$ cat src/gpr_pkg.sv
package gpr_pkg;

    // ========================================================================
    // Register bank geometry
    // ========================================================================

    localparam int gpr_count = 8;

    typedef logic [2:0] gpr_addr_t;

    // Code 2'b11 is illegal on every port
    typedef enum logic [1:0] {
        SIZE_8  = 2'b00,   // Low byte, or high byte of addr-4 for addr 4 to 7
        SIZE_16 = 2'b01,
        SIZE_32 = 2'b10
    } gpr_size_t;

    // Section index, also the bit position inside a sect_mask_t
    typedef enum logic [1:0] {
        SECT_L = 2'd0,
        SECT_H = 2'd1,
        SECT_E = 2'd2
    } sect_t;

    typedef logic [2:0] sect_mask_t;

    // ========================================================================
    // Register word, seen whole or by section
    // ========================================================================

    typedef struct packed {
        logic [15:0] e;   // Upper 16 bits
        logic [7:0]  h;
        logic [7:0]  l;
    } gpr_sects_t;

    typedef union packed {
        logic [31:0] word;
        gpr_sects_t  sect;
    } gpr_word_u;

endpackage

$ cat src/tag_pkg.sv
package tag_pkg;

    // ========================================================================
    // Rename tags
    // ========================================================================

    localparam int ptc_id_width = 7;

    typedef logic [ptc_id_width-1:0] ptc_id_t;

    // One tag per register section
    typedef struct packed {
        logic    pending;   // Set by a claim, cleared by completion or flush
        ptc_id_t id;
    } sect_tag_t;

endpackage

$ cat src/gpr_ifs.sv
// Write decoder to register slots
interface gpr_load_if import gpr_pkg::*, tag_pkg::*; (
    input logic clk,
    input logic rst_n
);

    sect_mask_t load_mask  [gpr_count];   // Data load per section
    sect_mask_t claim_mask [gpr_count];   // Tag claim per section
    gpr_word_u  wr_word    [gpr_count];   // Already aligned to its lanes
    ptc_id_t    new_ptcid;

    modport decoder (
        input  clk, rst_n,
        output load_mask, claim_mask, wr_word, new_ptcid
    );

    modport slot (
        input load_mask, claim_mask, wr_word, new_ptcid
    );

endinterface

// Register slots to read selector
interface gpr_state_if import gpr_pkg::*, tag_pkg::*; (
    input logic clk,
    input logic rst_n
);

    gpr_word_u       value [gpr_count];
    sect_tag_t [2:0] tag   [gpr_count];   // Indexed by sect_t

    modport slot (
        output value, tag
    );

    modport reader (
        input clk, rst_n, value, tag
    );

endinterface

$ cat src/gpr_read_select.sv
module gpr_read_select import gpr_pkg::*, tag_pkg::*; (
    input  gpr_addr_t          rd_addr,
    input  gpr_size_t          rd_size,
    gpr_state_if.reader        state,
    output logic [31:0]        rd_data,
    output logic               rd_busy,
    output ptc_id_t            rd_tag
);

    gpr_addr_t       slot_sel;
    gpr_word_u       word;
    sect_tag_t [2:0] tags;
    sect_mask_t      covered;
    sect_mask_t      pending;

    // Byte addresses 4 to 7 fold onto the high byte of registers 0 to 3
    assign slot_sel = (rd_size == SIZE_8 && rd_addr[2]) ? {1'b0, rd_addr[1:0]} : rd_addr;
    assign word     = state.value[slot_sel];
    assign tags     = state.tag[slot_sel];

    always_comb begin
        covered = '0;
        rd_data = '0;
        case (rd_size)
            SIZE_8: begin
                if (rd_addr[2]) begin
                    covered[SECT_H] = 1'b1;
                    rd_data = {{24{word.sect.h[7]}}, word.sect.h};
                end else begin
                    covered[SECT_L] = 1'b1;
                    rd_data = {{24{word.word[7]}}, word.word[7:0]};
                end
            end
            SIZE_16: begin
                covered[SECT_L] = 1'b1;
                covered[SECT_H] = 1'b1;
                rd_data = {{16{word.word[15]}}, word.word[15:0]};
            end
            SIZE_32: begin
                covered = '1;
                rd_data = word.word;
            end
            default: covered = '0;
        endcase
    end

    assign pending = {tags[SECT_E].pending, tags[SECT_H].pending, tags[SECT_L].pending};
    assign rd_busy = |(pending & covered);

    // Tag of the lowest section that the read covers
    assign rd_tag = covered[SECT_L] ? tags[SECT_L].id : tags[SECT_H].id;

    a_rd_size: assert property (@(posedge state.clk) disable iff (!state.rst_n)
        rd_size inside {SIZE_8, SIZE_16, SIZE_32})
        else $error("illegal read size code");

endmodule

$ cat src/gpr_slot.sv
module gpr_slot import gpr_pkg::*, tag_pkg::*; #(
    parameter int slot_index = 0
) (
    input  logic      clk,
    input  logic      rst_n,
    input  logic      done_en,
    input  ptc_id_t   done_ptcid,
    input  logic      flush,
    gpr_load_if.slot  load,
    gpr_state_if.slot state
);

    gpr_word_u       data_q;
    sect_tag_t [2:0] tag_q;
    sect_mask_t      ld_mask;
    sect_mask_t      claim_mask;
    gpr_word_u       wr_word;

    assign ld_mask    = load.load_mask[slot_index];
    assign claim_mask = load.claim_mask[slot_index];
    assign wr_word    = load.wr_word[slot_index];

    // ========================================================================
    // Sections and their tags
    // ========================================================================

    always_ff @(posedge clk) begin
        if (!rst_n) begin
            data_q <= '0;
            tag_q  <= '0;
        end else begin
            if (ld_mask[SECT_L]) data_q.sect.l <= wr_word.sect.l;
            if (ld_mask[SECT_H]) data_q.sect.h <= wr_word.sect.h;
            if (ld_mask[SECT_E]) data_q.sect.e <= wr_word.sect.e;

            for (int s = 0; s < 3; s++) begin
                if (claim_mask[s]) begin   // A new claim beats completion and flush
                    tag_q[s].id      <= load.new_ptcid;
                    tag_q[s].pending <= 1'b1;
                end else if (flush || (done_en && tag_q[s].id == done_ptcid)) begin
                    tag_q[s].pending <= 1'b0;
                end
            end
        end
    end

    assign state.value[slot_index] = data_q;
    assign state.tag[slot_index]   = tag_q;

    // What the reader sees one cycle after a claim must be pending
    for (genvar s = 0; s < 3; s++) begin : g_chk
        a_claim_pending: assert property (@(posedge clk) disable iff (!rst_n)
            claim_mask[s] |=> state.tag[slot_index][s].pending)
            else $error("register %0d section %0d lost its claim", slot_index, s);
    end

endmodule

$ cat src/gpr_write_decode.sv
module gpr_write_decode import gpr_pkg::*, tag_pkg::*; (
    input  logic        wr_en,
    input  logic        dest_en,
    input  gpr_addr_t   wr_addr,
    input  gpr_addr_t   dest_addr,
    input  gpr_size_t   wr_size,
    input  gpr_size_t   dest_size,
    input  logic [31:0] wr_data,
    input  ptc_id_t     new_ptcid,
    gpr_load_if.decoder load
);

    gpr_word_u              aligned;
    logic [gpr_count-1:0]   wr_hit;
    logic [gpr_count-1:0]   dest_hit;

    // Sections of one slot covered by an address and size
    function automatic sect_mask_t slot_mask(
        input logic      en,
        input gpr_addr_t addr,
        input gpr_size_t size,
        input gpr_addr_t slot
    );
        sect_mask_t m;
        m = '0;
        if (en) begin
            case (size)
                SIZE_8: begin
                    if (addr[2]) begin
                        if ({1'b0, addr[1:0]} == slot) m[SECT_H] = 1'b1;   // AH, CH, DH, BH
                    end else if (addr == slot) begin
                        m[SECT_L] = 1'b1;
                    end
                end
                SIZE_16: begin
                    if (addr == slot) begin
                        m[SECT_L] = 1'b1;
                        m[SECT_H] = 1'b1;
                    end
                end
                SIZE_32: begin
                    if (addr == slot) m = '1;
                end
                default: m = '0;
            endcase
        end
        return m;
    endfunction

    // A high-byte write takes its data from the low byte of the bus
    always_comb begin
        aligned.word = wr_data;
        if (wr_size == SIZE_8 && wr_addr[2]) aligned.sect.h = wr_data[7:0];
    end

    assign load.new_ptcid = new_ptcid;

    for (genvar i = 0; i < gpr_count; i++) begin : g_slot
        assign load.load_mask[i]  = slot_mask(wr_en, wr_addr, wr_size, gpr_addr_t'(i));
        assign load.claim_mask[i] = slot_mask(dest_en, dest_addr, dest_size, gpr_addr_t'(i));
        assign load.wr_word[i]    = aligned;
        assign wr_hit[i]          = |load.load_mask[i];
        assign dest_hit[i]        = |load.claim_mask[i];
    end

    a_one_slot: assert property (@(posedge load.clk) disable iff (!load.rst_n)
        $onehot0(wr_hit) && $onehot0(dest_hit))
        else $error("write decode selects more than one register");

    a_legal_size: assert property (@(posedge load.clk) disable iff (!load.rst_n)
        (!wr_en || wr_size inside {SIZE_8, SIZE_16, SIZE_32}) &&
        (!dest_en || dest_size inside {SIZE_8, SIZE_16, SIZE_32}))
        else $error("illegal size code on an enabled port");

endmodule

$ cat src/regfile_top.sv
module regfile_top import gpr_pkg::*, tag_pkg::*; (
    input  logic        clk,
    input  logic        rst_n,
    input  logic        wr_en,
    input  gpr_addr_t   wr_addr,
    input  gpr_size_t   wr_size,
    input  logic [31:0] wr_data,
    input  logic        dest_en,
    input  gpr_addr_t   dest_addr,
    input  gpr_size_t   dest_size,
    input  ptc_id_t     new_ptcid,
    input  logic        done_en,
    input  ptc_id_t     done_ptcid,
    input  logic        flush,
    input  gpr_addr_t   rd_addr,
    input  gpr_size_t   rd_size,
    output logic [31:0] rd_data,
    output logic        rd_busy,
    output ptc_id_t     rd_tag
);

    gpr_load_if  load_bus  (.clk(clk), .rst_n(rst_n));
    gpr_state_if state_bus (.clk(clk), .rst_n(rst_n));

    gpr_write_decode u_decode (
        .wr_en     (wr_en),
        .dest_en   (dest_en),
        .wr_addr   (wr_addr),
        .dest_addr (dest_addr),
        .wr_size   (wr_size),
        .dest_size (dest_size),
        .wr_data   (wr_data),
        .new_ptcid (new_ptcid),
        .load      (load_bus.decoder)
    );

    // ========================================================================
    // EAX .. EDI
    // ========================================================================

    for (genvar i = 0; i < gpr_count; i++) begin : g_gpr
        gpr_slot #(.slot_index(i)) u_slot (
            .clk        (clk),
            .rst_n      (rst_n),
            .done_en    (done_en),
            .done_ptcid (done_ptcid),
            .flush      (flush),
            .load       (load_bus.slot),
            .state      (state_bus.slot)
        );
    end

    gpr_read_select u_read (
        .rd_addr (rd_addr),
        .rd_size (rd_size),
        .state   (state_bus.reader),
        .rd_data (rd_data),
        .rd_busy (rd_busy),
        .rd_tag  (rd_tag)
    );

endmodule

$ cat config.mk
export PLATFORM = sky130hd
export DESIGN_NAME = regfile_top
export DESIGN_NICKNAME = d
export VERILOG_FILES = /design/src/gpr_pkg.sv /design/src/tag_pkg.sv /design/src/gpr_ifs.sv /design/src/gpr_read_select.sv /design/src/gpr_slot.sv /design/src/gpr_write_decode.sv /design/src/regfile_top.sv
export SDC_FILE = /design/constraint.sdc
export NUM_CORES = 1
export LEC_CHECK = 0
export BUFFER_PORTS_ARGS = -buffer_cell sky130_fd_sc_hd__buf_4
export CAP_MARGIN = 15
export CORE_ASPECT_RATIO = 1.2
export CORE_MARGIN = 4
export CORE_UTILIZATION = 46
export DETAILED_ROUTE_END_ITERATION = 10
export PLACE_DENSITY = 0.61
export SLEW_MARGIN = 20
export SYNTH_ARGS = -nofsm -noshare
export SYNTH_HDL_FRONTEND = slang
export SYNTH_SLANG_ARGS = --single-unit
$ cat constraint.sdc
create_clock -name clk -period 2.7 [get_ports clk]
set_input_delay 0.54 -clock clk [delete_from_list [all_inputs] [get_ports clk]]
set_output_delay 0.54 -clock clk [all_outputs]
set_load 0.05 [all_outputs]
==> impl_results.md <==
* Status: finished with violations
* Failing checks: setup timing
* Worst R2R Start: g_gpr[1].u_slot.state.tag[161]$_SDFFE_PN0P_
* PortBufs at 106
* Fmax at 348.8 MHz
* Latest clock arrival within the worst-skew pair at 0.60 ns
* Fin. Hold Viols at 0
* Max Cap Viol at 0
* Asr flop ratio synth at 0
* Clk buf depth at 3
* Max_slew headroom at 0.3286
* Sequential share of power at 0.437
* Area of the core at 0.04933 mm^2
* Top cells by area, synth: dfxtp_1 39%, mux2i_1 9.7%, a21boi_0 7.3%
* Cell Rows at 89
* Number of synthesized flops with an enable pin at 0
* Hold path endpoint: g_gpr[7].u_slot.data_q[31]$_SDFFE_PN0P_
* Syn-to-layout area delta at 20.09%
* Syn avg cell area at 9.427 um^2
* Clock skew at 0.01926 ns
* Number of global-route vias before repair at 18610
* Initial DRC Count at 1279
* Via count at 18320
* Largest net degree at the start of global routing at 100
* Non-Filler Instances at 3194
* Initial Util at 0.4670
* Clock share of power at 0.438
* Drt first pass iters at 5
* RSZ-0062 raised after global routing: true
* Layout fillers at 4338
* Final setup viols at 32
* Detailed placement HPWL at 46680 um
* Initial antenna violation count at 0
* Tot Pwr at 0.01546 W
* Primary FF master, synth: dfxtp_1
* Post-route antenna net violation count at 0
* Switching Fraction at 0.2599
* Congestion Overflow GR at 0
* Worst endpoint required time at 2.16 ns
* Top-area cell type share of the netlist area at 0.3893
* Reg2reg setup slack at 1.30 ns
* Worst slew pin tran at 0.9996 ns
* Crit path launch type: primary input
* Minimum clock period at 2.867 ns
* Hold buffer count at cts at 0
* DRC errors left at 0
* H-tree Lvls at 2
* Die height at 253.2 um
* Clk slew on worst S/H paths at 0.06 ns
* Fin worst setup slack at -0.1668 ns
* GR peak layer: met2
* Worst path arrival time at 2.33 ns
* Final period utilization at 1.062
* Setup CP Type: in2out
* Met3 GRT Util at 0.04250
* Worst r2r dst: g_gpr[1].u_slot.state.tag[167]$_SDFFE_PN0P_
* Post-DR vias/cell at 5.735
* Die X at 212.3 um
* Synth Cell Area at 0.02304 mm^2
* Hold path depth at 3
* Die area at 0.05375 mm^2
* CP endpoint kind: output port
* Ports at 107
* CTS root buf: clkbuf_16
* Gate power share at 0.125
* Inserted Clock Buffers at 49
* Max IR drop VDD at 0.0004379 V
* P per Cell Area at 558.7 mW/mm^2
* Share of cells above drive strength 1 at 0.2100
* Hold path start: wr_data[31]
* Library cells used by synthesis at 53
* CTS tree: yes
* Crit. Startpoint: rd_size[1]
* Max FO, Critical Path at 16
* Placer Congestion at 0.9112
* WL per Instance at 22.19 um
* Post-synthesis register bit count at 448
* Post-layout net count at 2595
* Post-Syn Nets at 2521
* Final WL at 70870 um
* P_leak at 10.79 nW
* Inst Count DP at 3092
* ANT cells at 0
* GR Util met1 at 0.3328
* Worst reg-to-reg path cell count at 4
* Switching power at 0.004017 W
* GRT met2 Usage at 0.4474
* Hold WC Path Type: in2reg
* CTS sink count at 448
* Synth warnings at 0
* First-pass GRT wire length at 109600 um
* Syn Inst Count at 2444
* Yosys top cell by area: dfxtp_1
* Int Pwr at 0.01144 W
* Sequential fraction of the synthesis area at 0.3893
* Total GRT Usage at 0.2590
* Final Max Tran Viols at 0
-- power groups by stage --
stage / clock, W / combinational [W] / sequential [W]
floorplan: 0 / 0.00122 / 0.00688
global placement: 0 / 0.00180 / 0.00689
detailed placement: 0 / 0.00183 / 0.00690
CTS: 0.00692 / 0.00191 / 0.00675
global route: 0.00718 / 0.00204 / 0.00676
finish: 0.00677 / 0.00193 / 0.00675
-- cell usage in the layout (no fill, tap or decap), types with 5 or more instances in the layout --
cell type	count
dfxtp_1	445
nand2_1	420
a21boi_0	223
mux2i_1	211
buf_4	179
nor2b_1	152
o21ai_0	94
xnor2_1	90
xor2_1	78
o211a_1	64
mux4_2	62
clkbuf_16	50
buf_6	46
nand2b_1	40
nor2_1	35
mux2_2	24
nand4_1	24
buf_12	24
nand3_1	21
a22oi_1	14
o2111ai_1	14
a41oi_4	13
nor4_1	13
a41oi_1	13
o21a_1	13
clkbuf_8	11
clkinv_2	11
mux2i_4	10
a21boi_1	10
a31oi_4	9
a21oi_1	9
clkbuf_1	8
or2_2	7
a21oi_2	6
ha_1	6
buf_8	6
nand3_2	5
nor4_4	5
nor2_2	5
nor3_2	5
-- synthesized netlist by cell type (9+ instances only) --
library cell / instances
dfxtp_1: 448
nand2_1: 422
mux2i_1: 224
a21boi_0: 223
nor2b_1: 154
clkbuf_1: 123
o21ai_0: 95
xnor2_1: 90
buf_2: 78
xor2_1: 78
o211a_1: 64
mux4_2: 62
nand2b_1: 41
nor2_1: 38
a41oi_1: 29
nand3_1: 25
mux2_2: 24
nand4_1: 24
nor4_1: 20
a22oi_1: 17
buf_4: 16
o2111ai_1: 16
a21oi_1: 15
o21a_1: 13
a21boi_1: 10
buf_1: 10
ha_1: 10
a31oi_1: 9
-- worst max-delay path, stage by stage --
cell and delay [ns]:
buf_8 0.10, inv_4 0.05, ha_4 0.14, buf_6 0.12, buf_6 0.09, and3b_2 0.22, a22oi_2 0.25, nand4_4 0.13
buf_12 0.21, a41oi_2 0.27, buf_6 0.20
-- sequential cells by signal, indices dropped and copies added (netlist names) --
name                    flops
g_gpr.u_slot.state.tag    192
g_gpr.u_slot.data_q       256
-- routing by layer --
| layer | vias up | share of wire |
|---|---|---|
| li1 | 8635 | - |
| met1 | 8997 | 0.42 |
| met2 | 546 | 0.49 |
| met3 | 139 | 0.055 |
| met4 | 0 | 0.030 |
| met5 | - | 0 |
-- per-stage QoR --
stage	setup slack (ns)	utilization	hold WS [ns]	instance area [um^2]	setup TNS (ns)
floorplan	-0.1394	-	0.4319	23700	-0.3650
global placement	-0.3173	0.5170	0.4412	25510	-8.447
detailed placement	-0.3772	0.5172	0.4433	25510	-9.356
CTS	-0.2155	0.5591	0.2157	27580	-4.712
global route	-0.2226	0.5609	0.2301	27670	-5.891
finish	-0.1668	0.5609	0.2428	27670	-3.833
-- layout make-up --
type,count,area [um^2],area share
multi-input combinational,1755,13750,0.4968
sequential,448,8972,0.3243
timing repair buffer,257,2490,0.08999
clock buffer,68,1408,0.05087
tap,637,797.0,0.02881
clock inverter,22,225.2,0.008140
inverter,7,31.28,0.001131
-- how the worst max path moves through the flow --
stage                              to  cells after the start
final                     rd_data[17]                     11
after global routing      rd_data[29]                     11
after CTS                 rd_data[19]                     12
after detailed placement  rd_data[31]                      9
after global placement    rd_data[28]                      9
after floorplan            rd_data[2]                      4
-- cell families (layout without fill, tap and decap cells) --
kind of cell | after synthesis | count (layout) | share of synthesized area
AO/OA/AOI/OAI | 493 | 493 | 0.1579
buffers and inverters | 241 | 354 | 0.04839
adder cells (fa/ha/maj) | 10 | 10 | 0.005431
XOR/XNOR | 168 | 168 | 0.06386
AND/OR/NAND/NOR | 773 | 773 | 0.1649
flip-flops | 448 | 448 | 0.3893
multiplexers | 311 | 311 | 0.1703
-- repair_timing --
item                       in CTS  in global routing
setup endpoints to repair      40                 40
setup buffers                  10                  3
pin swaps                      18                 22
cloned                          2                  1
gates resized for setup        74                 30
Power figures use the tool's default switching activity.
